==> config.mk <==
export PLATFORM = sky130hd
export DESIGN_NAME = cf_decode
export DESIGN_NICKNAME = d
export VERILOG_FILES = /design/src/rtl/bpu_pkg.sv /design/src/rtl/cf_decode.sv
export SDC_FILE = /design/constraint.sdc
export NUM_CORES = 1
export LEC_CHECK = 0
export BUFFER_PORTS_ARGS = -buffer_cell sky130_fd_sc_hd__buf_2
export CAP_MARGIN = 20
export CORE_MARGIN = 2
export CORE_UTILIZATION = 29
export DETAILED_ROUTE_END_ITERATION = 8
export PLACE_DENSITY = 0.85
export SLEW_MARGIN = 20
export SYNTH_ARGS = -nofsm -noshare
export SYNTH_HDL_FRONTEND = slang
export SYNTH_SLANG_ARGS = --single-unit
==> constraint.sdc <==
create_clock -name vclk -period 1.47
set_clock_uncertainty 0.1 [all_clocks]
set_input_delay 0.2205 -clock vclk [all_inputs]
set_output_delay 0.2205 -clock vclk [all_outputs]
set_load 0.01 [all_outputs]
==> src/rtl/bpu_pkg.sv <==
package bpu_pkg;

    // datapath width
    localparam int XLEN = 32;

    // bimodal direction table, indexed by pc[9:1]
    localparam int BHT_ENTRIES = 512;
    localparam int BHT_IDX_W   = 9;

    // branch target buffer, index pc[9:2], tag pc[31:10]
    localparam int BTB_ENTRIES = 256;
    localparam int BTB_IDX_W   = 8;
    localparam int BTB_TAG_W   = 22;

    // return address stack, pointer holds 0..RAS_DEPTH
    localparam int RAS_DEPTH = 32;
    localparam int RAS_PTR_W = 6;

    localparam logic [1:0] CTR_INIT = 2'b01;   // weakly not-taken

    // rv32 major opcodes
    localparam logic [6:0] OPC_BRANCH = 7'b1100011;
    localparam logic [6:0] OPC_JAL    = 7'b1101111;
    localparam logic [6:0] OPC_JALR   = 7'b1100111;

    typedef enum logic [1:0] {
        CF_NONE,
        CF_BRANCH,
        CF_JAL,
        CF_JALR
    } cf_op_e;

    typedef struct packed {
        cf_op_e            op;
        logic              is_ret;
        logic [XLEN-1:0]   b_imm;   // sign-extended
        logic [XLEN-1:0]   j_imm;   // sign-extended
    } decode_s;

    typedef struct packed {
        logic [XLEN-1:0] pc;
        logic [XLEN-1:0] inst;
        logic            taken;
        logic [XLEN-1:0] target;
    } resolve_s;

    typedef struct packed {
        logic            is_cf;
        logic            taken;
        logic [XLEN-1:0] target;
    } pred_s;

endpackage

==> src/rtl/cf_decode.sv <==
`timescale 1ns/1ns

module cf_decode import bpu_pkg::*; (
    input  logic [XLEN-1:0] inst_i,
    output decode_s         dec_o
);

    logic [6:0]  opcode;
    logic [4:0]  rd;
    logic [4:0]  rs1;
    logic [11:0] i_imm;

    assign opcode = inst_i[6:0];
    assign rd     = inst_i[11:7];
    assign rs1    = inst_i[19:15];
    assign i_imm  = inst_i[31:20];

    always_comb begin
        case (opcode)
            OPC_BRANCH: dec_o.op = CF_BRANCH;
            OPC_JAL:    dec_o.op = CF_JAL;
            OPC_JALR:   dec_o.op = CF_JALR;
            default:    dec_o.op = CF_NONE;
        endcase

        // return: jalr x0, 0(ra) or jalr x0, 0(t0)
        dec_o.is_ret = (opcode == OPC_JALR) && (rd == 5'd0) &&
                       ((rs1 == 5'd1) || (rs1 == 5'd5)) && (i_imm == 12'd0);

        // b-type offset
        dec_o.b_imm = {{20{inst_i[31]}}, inst_i[7], inst_i[30:25],
                       inst_i[11:8], 1'b0};

        // j-type offset
        dec_o.j_imm = {{12{inst_i[31]}}, inst_i[19:12], inst_i[20],
                       inst_i[30:21], 1'b0};
    end

endmodule

==> results.md <==
* Status: finished with violations
* Violated checks: negative setup slack
* Routed WL per cell at 10.5 um
* Cells along the critical path: buf_6 > or4b_4 > nor3_2 > and3_1 > buf_2
* Synth Area in Compound Gates at 0%
* Xor/xnor share of the synthesized area at 0%
* Drt pass-1 iters at 3
* Fmax at 0.647 GHz
* Post-Synth Adder-Cell Area at 0%
* Final ANT Viol Nets at 0
* Final setup vio count at 1
* Initial core utilization at 29.9%
* RSZ-0062 raised after global routing: true
* Via density at 3.35
* Layout cells sized above 1 at 90.7%
* Mapped Cells at 76
* CP arrival at 1230 ps
* Vias in the first global route at 393
* WL final at 1400 um
* Mux contribution to synthesized area at 0%
* Setup ws final at -76.7 ps
* Total core area at 0.00190 mm2
* Max Cap Viol at 0
* Simple-Gate Fraction of Synth Area at 14.9%
* Synth unique cells at 11
* Min cycle time layout at 1550 ps
* Global-route wire length before repair at 2040 um
* Final HPWL DP at 1280 um
* Crit path kind: in2out
* DIE AREA at 0.00233 mm2
* Largest family of logic cells by synthesized area: buffers and inverters
* Seq_cells at 0
* Area grow syn2layout at 10.3%
* Initial detailed-routing violation count at 8
* Die span in x at 48.3 um
* P per Cell Area at 321 mW/mm2
* Post-Layout Cell Count at 134
* Core Rows at 16
* HP Class: in2out
* # diodes at 0
* Critical Path Max Stage Delay at 520 ps
* Total congestion overflow at 0
* Register area at 0 um2
* Startpoint types: input port
* Post-CTS Setup Inserts at 0
* Required time of the worst setup path at 1150 ps
* Max VDD drop at 0.173 mV
* Synth Cell Area at 569 um2
* Via count at 449
* DRC at 0
* Largest net degree at the start of global routing at 33
* Tot GR Track Use at 10.7%
* Leak pwr at 0.411 nW
* Syn avg cell area at 7.49 um2
* Critical path's slowest cell: or4b_4
* Placed insts at 134
* Vert. Die Dim at 48.3 um
* Pre-CTS setup slack at -88.3 ps
* RD Place Congestion at 0.783
* Final Hold Vio Count at 0
* Clock buffers at 0
* Final net count at 141
* Period utilization at 105%
* CP Capture Type: output pin
* Register area share after synthesis at 0%
* I/O Buffers at 89
* Ports at 99
* Yosys Warn Count at 0
* Slew Limit Fails at 0
* Critical-path maximum fanout at 2
* Antenna violations before repair at 0
==> area by class of cell <==
class / instances / area [um2]
multi-input combinational: 13 / 98.8
fill: 209 / 1270
tap: 27 / 33.8
timing repair buffer: 94 / 495
==> critical path, delay by kind of cell <==
kind,cells,cell delay (ps)
buf+inv,2,210
simple gates,3,790
==> report_power, final <==
part           switching [mW]  internal, mW  leakage (nW)  total [mW]
logic                   0.107        0.0948         0.411       0.201
registers                   0             0             0           0
clock network               0             0             0           0
total                   0.107        0.0948         0.411       0.201
==> layer usage <==
layer	global-route usage (%)	wire length [um]
met2	19.9	739
met5	0	0
met1	13.8	617
met4	0.952	0
met3	0.926	47
==> cells in the final DEF (no fill, tap or decap) <==
master   instances
buf_2           87
buf_4            5
nor4_1           2
conb_1           2
buf_6            2
nand4_1          1
nor3b_1          1
nor3_1           1
nor4_2           1
nor4b_1          1
and4_1           1
or4b_4           1
nor3_2           1
and3_1           1
==> metrics by stage <==
stage	setup TNS [ps]	util, %	hold slack (ps)	instance area, um2	total power [mW]
6_report	-76.7	33.0	341	628	0.201
5_1_grt	-109	33.0	341	628	0.216
3_5_place_dp	-88.3	32.0	341	609	0.198
4_1_cts	-70.1	32.7	341	622	0.201
3_3_place_gp	-64.6	32.0	341	609	0.195
2_1_floorplan	0	-	391	573	0.186
==> path summary, 6_finish.rpt <==
check | startpoint | end | slack, ps | depth (start not counted)
hold / removal | inst_i[13] | dec_o[13] | 340 | 0
setup / recovery | inst_i[16] | dec_o[64] | -80 | 5
==> synthesized netlist by cell type <==
cell	number	area [um2]
or4b_4	1	13.8
nor4_1	3	18.8
and3_1	1	6.26
nor3b_1	1	7.51
nor4b_1	1	8.76
buf_4	64	480
nand4_1	1	6.26
and4_1	1	8.76
nor3_1	1	5.00
nor3_2	1	10.0
conb_1	1	3.75
==> what timing repair did <==
item,in CTS,in global routing
hold buffers,0,0
gates resized for setup,2,1
setup endpoints to repair,1,1
==> cells by family after synthesis <==
| kind of cell | Yosys count |
|---|---|
| AND/OR/NAND/NOR | 11 |
| buffers and inverters | 64 |
| other | 1 |
Note: power is estimated with default switching activity, not from simulation.
