**src/rtl/bpu_pkg.sv**
```systemverilog
package bpu_pkg;

    // datapath width
    localparam int XLEN = 32;

    // bimodal direction table, indexed by pc[9:1]
    localparam int BHT_ENTRIES = 512;
    localparam int BHT_IDX_W   = 9;

    // branch target buffer, index pc[9:2], tag pc[31:10]
    localparam int BTB_ENTRIES = 256;
    localparam int BTB_IDX_W   = 8;
    localparam int BTB_TAG_W   = 22;

    // return address stack, pointer holds 0..RAS_DEPTH
    localparam int RAS_DEPTH = 32;
    localparam int RAS_PTR_W = 6;

    localparam logic [1:0] CTR_INIT = 2'b01;   // weakly not-taken

    // rv32 major opcodes
    localparam logic [6:0] OPC_BRANCH = 7'b1100011;
    localparam logic [6:0] OPC_JAL    = 7'b1101111;
    localparam logic [6:0] OPC_JALR   = 7'b1100111;

    typedef enum logic [1:0] {
        CF_NONE,
        CF_BRANCH,
        CF_JAL,
        CF_JALR
    } cf_op_e;

    typedef struct packed {
        cf_op_e            op;
        logic              is_ret;
        logic [XLEN-1:0]   b_imm;   // sign-extended
        logic [XLEN-1:0]   j_imm;   // sign-extended
    } decode_s;

    typedef struct packed {
        logic [XLEN-1:0] pc;
        logic [XLEN-1:0] inst;
        logic            taken;
        logic [XLEN-1:0] target;
    } resolve_s;

    typedef struct packed {
        logic            is_cf;
        logic            taken;
        logic [XLEN-1:0] target;
    } pred_s;

endpackage

```
**src/rtl/bimodal_table.sv**
```systemverilog
`timescale 1ns/1ns

module bimodal_table import bpu_pkg::*; (
    input  logic            clk,
    input  logic            rst,
    input  logic [XLEN-1:0] rd_pc_i,
    output logic            rd_taken_o,
    input  logic            train_valid_i,
    input  logic [XLEN-1:0] train_pc_i,
    input  logic            train_taken_i
);

    logic [1:0] ctr [BHT_ENTRIES];

    logic [BHT_IDX_W-1:0] rd_idx;
    logic [BHT_IDX_W-1:0] train_idx;
    logic [1:0]           train_ctr;

    // halfword granular index, pc[9:1]
    assign rd_idx    = rd_pc_i[BHT_IDX_W:1];
    assign train_idx = train_pc_i[BHT_IDX_W:1];
    assign train_ctr = ctr[train_idx];

    assign rd_taken_o = ctr[rd_idx][1];   // msb gives direction

    always_ff @(posedge clk or posedge rst) begin
        if (rst) begin
            for (int i = 0; i < BHT_ENTRIES; i++) begin
                ctr[i] <= CTR_INIT;
            end
        end else if (train_valid_i) begin
            if (train_taken_i) begin
                if (train_ctr != 2'b11) begin
                    ctr[train_idx] <= train_ctr + 2'b01;
                end
            end else begin
                if (train_ctr != 2'b00) begin
                    ctr[train_idx] <= train_ctr - 2'b01;
                end
            end
        end
    end

    // EX must hand over a clean pc and outcome with every resolve
    a_train_known: assert property (
        @(posedge clk) disable iff (rst)
        train_valid_i |-> !$isunknown({train_pc_i, train_taken_i})
    ) else $error("bimodal train with unknown pc or outcome");

endmodule

```
**config.mk**
```make
export PLATFORM = sky130hd
export DESIGN_NAME = bimodal_table
export DESIGN_NICKNAME = d
export VERILOG_FILES = /design/src/rtl/bpu_pkg.sv /design/src/rtl/bimodal_table.sv
export SDC_FILE = /design/constraint.sdc
export NUM_CORES = 2
export LEC_CHECK = 0
export BUFFER_PORTS_ARGS = -buffer_cell sky130_fd_sc_hd__buf_2
export CAP_MARGIN = 10
export CORE_MARGIN = 3
export CORE_UTILIZATION = 35
export CTS_CLUSTER_DIAMETER = 120
export CTS_CLUSTER_SIZE = 20
export DETAILED_ROUTE_END_ITERATION = 6
export SYNTH_ARGS = -nofsm -noshare
export SYNTH_HDL_FRONTEND = slang
export SYNTH_SLANG_ARGS = --single-unit
```
**constraint.sdc**
```tcl
create_clock -name clk -period 50.8 [get_ports clk]
set_clock_uncertainty 0.1 [all_clocks]
set_input_delay 10.16 -clock clk [delete_from_list [all_inputs] [get_ports clk]]
set_output_delay 10.16 -clock clk [all_outputs]
set_load 0.01 [all_outputs]
```
==> results.toml <==
[clocking]
root_buffer = "clkbuf_16"
cts_sinks = 1024
postCtsResizedCells = 0
clock_latency_ns = 0.73
tritoncts = "yes"
clk_pin_slew_ns = 0.09
cts_setup_buffers = 0
cts-buffers-inserted = 57
cts_max_path_buffers = 3
cts_max_level = 2
holdBufCountCts = 0

[floorplan]
row_count = 141
fp.dieW_um = 393
die_h_um = 393
die_area_um2 = 154000
core-area_um2 = 148000
ios = 69
start_util_pct = 35.3

[worst_setup_path]
crit_path_max_fanout = 22
worstSetupPathType = "primary input to primary output"
end_kind = "primary output"
crit_family = "compound AO/OA/AOI/OAI gates"
worst_setup_path_start_kind = "primary input"
crit_required_ns = 40.54
crit_path_top_delay_cell = "o311ai_0"
cp.arrival_ns = 14.47
cp_cell_sequence = "buf_2 -> nand2b_4 -> buf_4 -> buf_4 -> o221ai_1 -> o22ai_1 -> o311ai_0 -> o211ai_1 -> a221o_1 -> nand4_1 -> buf_2"
critical_path.max_stage_delay_ns = 0.86
path_buf_inv = 4

[placed_design]
hpwl_mm = 101
numPortBuffers = 22
place_congestion = 0.904

[synthesis]
syn_area_um2 = 52300
synth_seq_area_share_pct = 50.2
synth_edf_count = 0
syn_inst = 4324
synth_cell_types = 63
yosysWarnings = 0
ys_top_cells_by_area = "dfstp_2, dfrtp_1, mux4_2"
synth_ff_type = "dfstp_2"
synthArstFlopShare_pct = 100
ys_ff_latch = 1024
syn_nets = 4394
synth_top_area_share_pct = 25.7
syn_area_per_cell_um2 = 12.1
yosysTopAreaCell = "dfstp_2"

[sta]
tns_ns = 0
report.final.slew_viol_count = 0
max_slew_margin_pct = 19.8
finalHoldViolCount = 0
rsz0062_at_grt = "false"
period_share_pct = 48.7
fmax_mhz = 40.4
worstMarginPinSlew_ns = 1.20
timing.final.crit_period_ns = 24.73
setup_violations = 0

[finish]
final_nets = 4248
final_cell_mix = "nand2_1, dfstp_2, dfrtp_1"
drive_gt1_share_pct = 37.0
final_common_cell = "nand2_1"
syn2layout_area_growth_pct = 7.11

[route]
wl_mm = 163
post_drt_via_cell_ratio = 5.85
drc = 0
wl_per_cell_um = 26.4
dr.first_iter.drc_count = 3082
drtAntennaViolNets = 0
dr_total_vias = 36000
dr.pass1.iters = 5

[pwr]
ir_drop_mv = 0.0251
power.leakage_uw = 0.0220
finalPower_uw = 1550
power_density_nw_per_um2 = 27.6

[grt]
grt_max_degree = 260
antenna_found_initial = 6
grt_use_met3_pct = 3.96
grt.met2_usage_pct = 32.9
grt_pass1_wl_mm = 244
grt.met1_usage_pct = 29.6
grtUsageTotal_pct = 21.1
grt_busiest_layer = "met2"
grt_pass1_vias = 36400
overflow = 0

[run]
max_cap_viol_count = 0

[hold_path]
hp-class = "flip-flop to flip-flop"

[run_status]
status = "finished, final reports clean"
## path summary, 6_finish.rpt
path	start	end	slack, ns	depth (start not counted)
max in group asynchronous	rst	ctr[695]	38.01	5
worst min-delay path	flip-flop	flip-flop	0.37	2
worst min register to register	flip-flop	flip-flop	0.37	2
worst max register to register	flip-flop	ctr[657]	44.12	16
min in group asynchronous	rst	ctr[491]	9.48	2
worst max-delay path	rd_pc_i[3]	rd_taken_o	26.07	11
## worst min-delay path, stage by stage, from the launching register on
cell and delay, ns:
dfstp_2 0.38, nand2_1 0.04, o21ai_1 0.05
## cell usage after synthesis, types with 4 or more instances
cell       count
a211oi_1       5
a21oi_1       48
a22oi_1       17
and3_1         4
buf_1         23
buf_2         86
buf_4         10
buf_6          8
clkbuf_1     190
dfrtp_1      512
dfstp_2      512
inv_1          8
mux2_1        62
mux2_2       485
mux2i_1      150
mux4_2       365
nand2_1      816
nand2b_1       5
nand3_1       12
nand3b_1       4
nand4_1       11
nor2_1       318
nor2b_1        8
nor3_1         8
nor3b_1        4
nor4_1         5
o2111ai_1      4
o211ai_1       9
o21ai_0      403
o21ai_1       93
o221ai_1      58
o22ai_1       33
or3_1          4
## layer usage
| metal | wire length, um | vias to the layer above |
|---|---|---|
| li1 | - | 15400 |
| met1 | 70500 | 19000 |
| met2 | 74600 | 1288 |
| met3 | 12100 | 288 |
| met4 | 5620 | 4 |
| met5 | 33 | - |
## cells by family (layout without fill, tap and decap cells)
| logic type | after synthesis | count (layout) | share of synthesized area [%] |
|---|---|---|---|
| compound gates | 695 | 695 | 7.53 |
| mux | 1062 | 1062 | 30.4 |
| xor+xnor | 2 | 2 | 0.0335 |
| other cells | 0 | 3 | 0 |
| buf+inv | 328 | 230 | 2.75 |
| simple gates | 1211 | 1211 | 9.07 |
| fa+ha+maj | 2 | 2 | 0.0478 |
| flops | 1024 | 1024 | 50.2 |
## power breakdown
group	switching (uW)	leakage [uW]	total, uW	internal [uW]
clock	289	0.000794	509	220
sequential	15.5	0.0124	868	853
combinational	116	0.00880	171	54.5
total	421	0.0220	1550	1130
## area by class of cell
cell class	instances	area [um^2]
clock inverter	3	26.3
inverter	11	51.3
antenna	3	7.51
fill	14200	92000
clock buffer	104	1650
multi-input combinational	2972	24700
tap	1930	2410
timing repair buffer	112	873
sequential	1024	26300
## stage by stage
step | setup slack (ns) | utilization [%] | area [um^2] | hold slack [ns] | cells
floorplan | 12.57 | - | 52300 | 0.342 | 4324
global placement | 26.40 | 36.7 | 54300 | 0.351 | 6049
detailed placement | 26.37 | 36.7 | 54300 | 0.352 | 6049
CTS | 26.36 | 37.8 | 56000 | 0.366 | 6156
global route | 26.18 | 37.8 | 56000 | 0.375 | 6156
finish | 26.07 | 37.9 | 56000 | 0.365 | 6159
(Power assumes the default switching activity.)
