--- src/rtl/bpu_pkg.sv ---
package bpu_pkg;

    // datapath width
    localparam int XLEN = 32;

    // bimodal direction table, indexed by pc[9:1]
    localparam int BHT_ENTRIES = 512;
    localparam int BHT_IDX_W   = 9;

    // branch target buffer, index pc[9:2], tag pc[31:10]
    localparam int BTB_ENTRIES = 256;
    localparam int BTB_IDX_W   = 8;
    localparam int BTB_TAG_W   = 22;

    // return address stack, pointer holds 0..RAS_DEPTH
    localparam int RAS_DEPTH = 32;
    localparam int RAS_PTR_W = 6;

    localparam logic [1:0] CTR_INIT = 2'b01;   // weakly not-taken

    // rv32 major opcodes
    localparam logic [6:0] OPC_BRANCH = 7'b1100011;
    localparam logic [6:0] OPC_JAL    = 7'b1101111;
    localparam logic [6:0] OPC_JALR   = 7'b1100111;

    typedef enum logic [1:0] {
        CF_NONE,
        CF_BRANCH,
        CF_JAL,
        CF_JALR
    } cf_op_e;

    typedef struct packed {
        cf_op_e            op;
        logic              is_ret;
        logic [XLEN-1:0]   b_imm;   // sign-extended
        logic [XLEN-1:0]   j_imm;   // sign-extended
    } decode_s;

    typedef struct packed {
        logic [XLEN-1:0] pc;
        logic [XLEN-1:0] inst;
        logic            taken;
        logic [XLEN-1:0] target;
    } resolve_s;

    typedef struct packed {
        logic            is_cf;
        logic            taken;
        logic [XLEN-1:0] target;
    } pred_s;

endpackage

--- src/rtl/ras.sv ---
`timescale 1ns/1ns

module ras import bpu_pkg::*; (
    input  logic            clk,
    input  logic            rst,
    input  logic            push_i,
    input  logic [XLEN-1:0] push_addr_i,
    input  logic            pop_i,
    output logic [XLEN-1:0] top_o,
    output logic            empty_o
);

    logic [XLEN-1:0] stack [RAS_DEPTH];

    logic [RAS_PTR_W-1:0] ptr;       // next free slot, also the count
    logic [RAS_PTR_W-2:0] wr_idx;
    logic [RAS_PTR_W-2:0] top_idx;
    logic                 full;
    logic                 do_pop;
    logic                 do_push;

    assign wr_idx  = ptr[RAS_PTR_W-2:0];
    assign top_idx = wr_idx - (RAS_PTR_W-1)'(1);   // wraps when empty, masked by empty_o

    assign empty_o = (ptr == '0);
    assign full    = (ptr == RAS_PTR_W'(RAS_DEPTH));

    assign top_o = stack[top_idx];

    // pop on empty dropped, push on full dropped unless a pop frees the slot
    assign do_pop  = pop_i && !empty_o;
    assign do_push = push_i && (!full || do_pop);

    always_ff @(posedge clk or posedge rst) begin
        if (rst) begin
            ptr <= '0;
        end else if (do_push && !do_pop) begin
            ptr <= ptr + RAS_PTR_W'(1);
        end else if (do_pop && !do_push) begin
            ptr <= ptr - RAS_PTR_W'(1);
        end
    end

    always_ff @(posedge clk) begin
        if (do_push && do_pop) begin
            stack[top_idx] <= push_addr_i;   // replace top in place
        end else if (do_push) begin
            stack[wr_idx] <= push_addr_i;
        end
    end

    // count can reach the depth but never pass it
    a_ptr_bound: assert property (
        @(posedge clk) disable iff (rst)
        ptr <= RAS_PTR_W'(RAS_DEPTH)
    ) else $error("ras pointer past depth: %0d", ptr);

endmodule

--- config.mk ---
export PLATFORM = sky130hd
export DESIGN_NAME = ras
export DESIGN_NICKNAME = d
export VERILOG_FILES = /design/src/rtl/bpu_pkg.sv /design/src/rtl/ras.sv
export SDC_FILE = /design/constraint.sdc
export NUM_CORES = 1
export LEC_CHECK = 0
export ABC_CLOCK_PERIOD_IN_PS = 9300
export BUFFER_PORTS_ARGS = -buffer_cell sky130_fd_sc_hd__buf_2
export CAP_MARGIN = 20
export CORE_MARGIN = 2
export CORE_UTILIZATION = 67
export DETAILED_ROUTE_END_ITERATION = 7
export PLACE_DENSITY = 0.95
export RECOVER_POWER = 100
export SYNTH_ARGS = -nofsm -noshare
export SYNTH_HDL_FRONTEND = slang
export SYNTH_SLANG_ARGS = --single-unit
--- constraint.sdc ---
create_clock -name clk -period 9.3 [get_ports clk]
set_input_delay 0.465 -clock clk [delete_from_list [all_inputs] [get_ports clk]]
set_output_delay 0.465 -clock clk [all_outputs]
set_load 0.05 [all_outputs]
==> results.cfg <==
[floorplanning]
fp.dieArea_mm2 = 0.0625
io_pins = 69
coreArea_mm2 = 0.0601
fp.dieW_um = 250
start_util_pct = 67.4
rows = 90
die_h_um = 250

[cells_and_area]
ff_latch_area_mm2 = 0.0309
multi_input_area_mm2 = 0.00913
area_delta_synth_final_pct = 10.2
drive_above_1_share_pct = 25.8
final_nets = 1922
fill_cells = 3024

[timing]
fin_crit_sh_pct = 82.1
timing.hold.ws_ns = 0.282
max_freq_ghz = 0.131
tightestPinTransition_ns = 3.38
rsz0062_at_grt = false
fin_setup_tns_ns = 0
hold_violations = 0
setup_viol = 0
min_period_ns = 7.63
slew_headroom_pct = -125
slew_viol_final = 779
finClkSkew_ns = 0.0211

[detailed_routing]
routed_wl_mm = 109
drc = 0
drtIter0Drc = 3308
via_per_inst = 7.78
dr.pass1.iters = 5
wl_per_cell_um = 39.7
antenna_left = 0
num_vias = 21300

[power_and_ir_drop]
power_leakage_nw = 13.7
p_switching_w = 0.00638
p_int_w = 0.0101
p_sw_share_pct = 38.6
ir_drop_mv = 0.628
powerDensity_mw_per_mm2 = 370
combPwrFrac_pct = 42.1
pwr-share-clk_pct = 23.6
seq_power_share_pct = 34.4

[synthesis]
syn-cell-area_mm2 = 0.0405
yosysTopAreaCell = edfxtp_1
synth_top_area_share_pct = 75.8
yosysSeqAreaShare_pct = 76.2
ys_seq_elements = 1030
synth-edff-count = 1024
synth_nets = 1819
synthFlopType = edfxtp_1
yosysUniqueCellTypes = 51
yosys_warnings = 0
postSynthCellCount = 1775
synth_area_leaders = edfxtp_1, mux4_2, nor2b_1, a221oi_1, a221oi_2
avgSynthCellArea_um2 = 22.8
synth_async_sr_flop_share_pct = 0.583

[clock_network]
clockBufferDepth = 3
cts.sinks = 1030
cts_inserted_buffers = 96
cts_tree = done
cts_root_buf = clkbuf_16
htreeDepth = 3
ctsResizeCount = 0
clk_pin_slew_worst_paths_ns = 0.06
clk_latency_ns = 0.67

[setup_path]
cp_slowest_cell = clkbuf_1
worst-setup-path-type = reg2reg
cp-start-kind = flop
max_stage_delay_ns = 2.32
cp-end-kind = flop
cp.arrival_ns = 7.81
required_ns = 9.48
crit_chain = inv_1 > ha_1 > buf_4 > and4_1 > a31oi_1 > nor2_4 > clkbuf_1
path_max_fanout = 47

[grt]
grtUsageTotal_pct = 35.5
grt_max_degree = 168
grt_first_pass_wirelength_mm = 155
antenna_found_initial = 1
grt_pass1_vias = 21700
overflow = 0

[outcome]
failed_checks = capacitance limit, slew limit
status = finished with violations

[placement]
dpl.hpwl_mm = 53.0
gp_congestion = 0.791
numPortBuffers = 68

[min_path]
min_path_type = in2async

[job]
maxCapViolCount = 29
==> metrics by stage <==
step           area (um2)  setup slack, ns  power [W]  util (%)  std cells
6_report            44700             1.67     0.0165      74.3       2737
5_1_grt             44700             1.56     0.0169      74.3       2737
4_1_cts             45000             3.40     0.0165      74.8       2734
3_5_place_dp        41900             3.95     0.0125      69.7       2559
3_3_place_gp        41900             4.29     0.0122      69.7       2559
2_1_floorplan       40500             3.57     0.0108         -       1775
==> repair_timing <==
item                                   CTS  global route
hold buffers                             1             0
buffers inserted                         0             0
endpoints found under the hold margin    6             0
==> logic make-up (layout without fill, tap and decap cells) <==
logic type | Yosys count | in the layout | share of synthesized area [%]
muxes | 290 | 290 | 15.1
xor gates and xnor gates | 12 | 12 | 0.278
adders and majority gates | 8 | 8 | 0.265
other | 0 | 1 | 0
DFF | 1030 | 1030 | 76.2
AOI/OAI and AO/OA | 149 | 149 | 4.10
and+or+nand+nor | 167 | 167 | 2.42
buffers and inverters | 119 | 298 | 1.65
==> final timing paths <==
check / startpoint / to / slack, ns / depth (start not counted)
worst max-delay path: ptr[0] / stack[5][11] / 1.67 / 7
worst min-delay path: rst / ptr[2] / 0.28 / 3
worst max register to register: ptr[0] / stack[5][11] / 1.67 / 7
worst min register to register: ptr[5] / ptr[5] / 0.64 / 2
max in group asynchronous: rst / ptr[0] / 8.77 / 3
min in group clk: push_i / ptr[0] / 0.61 / 4
==> power by group through the flow <==
stage / logic, W / clock network [W] / registers [W]
floorplan: 0.00520 / 0 / 0.00560
global placement: 0.00656 / 0 / 0.00568
detailed placement: 0.00679 / 0 / 0.00573
CTS: 0.00700 / 0.00390 / 0.00565
global route: 0.00715 / 0.00406 / 0.00569
finish: 0.00695 / 0.00389 / 0.00567
==> placed cells by master (no fill, tap or decap), types with 9 or more instances in the layout <==
master / instances
buf_4: 22
nor2_4: 18
mux4_2: 256
bufinv_16: 9
a221oi_1: 66
mux2i_1: 32
clkinv_1: 24
buf_2: 12
edfxtp_1: 1024
a2111oi_2: 26
clkbuf_16: 98
nor2_1: 15
a221oi_2: 30
clkbuf_1: 108
nor2b_1: 99
==> flip-flops by register name, summed over array words and instances (netlist names) <==
| signal | flops |
|---|---|
| stack | 1024 |
| ptr | 6 |
==> cells in the mapped netlist, types with 3 or more instances <==
| cell | instances |
|---|---|
| a2111oi_1 | 3 |
| a2111oi_2 | 29 |
| a21oi_1 | 3 |
| a221oi_1 | 66 |
| a221oi_2 | 30 |
| a31oi_1 | 4 |
| and4_1 | 3 |
| buf_1 | 9 |
| buf_2 | 32 |
| buf_4 | 27 |
| buf_6 | 11 |
| clkbuf_1 | 33 |
| dfrtp_1 | 6 |
| edfxtp_1 | 1024 |
| ha_1 | 7 |
| inv_1 | 7 |
| mux2i_1 | 32 |
| mux4_2 | 256 |
| nand2_1 | 9 |
| nand2b_1 | 3 |
| nand3_1 | 5 |
| nor2_1 | 33 |
| nor2b_1 | 99 |
| nor4b_1 | 3 |
| xnor2_1 | 7 |
| xor2_1 | 4 |
==> per-layer routing <==
metal | global-route usage [%] | part of all wire (%) | up-vias
met4 | 21.6 | 7.1 | 0
met3 | 7.97 | 12 | 511
li1 | - | - | 7822
met2 | 57.4 | 50 | 2126
met1 | 44.6 | 31 | 10800
met5 | 0 | 0 | -
==> critical path, delay by kind of cell, from the launching register on <==
kind / cells / cell delay, ns
buffers and inverters: 3 / 3.40
flip-flops: 1 / 0.97
AND/OR/NAND/NOR: 2 / 0.56
AO/OA/AOI/OAI: 1 / 0.24
adder cells (fa/ha/maj): 1 / 1.85
==> cell type report <==
type / count / share of cell area [%]
sequential: 1030 / 69.2
clock buffer: 127 / 5.73
tap: 782 / 2.19
antenna: 1 / 0.00560
timing repair buffer: 117 / 1.32
multi-input combinational: 626 / 20.4
inverter: 7 / 0.0588
clock inverter: 47 / 1.09
Note: power is estimated with default switching activity, not from simulation.
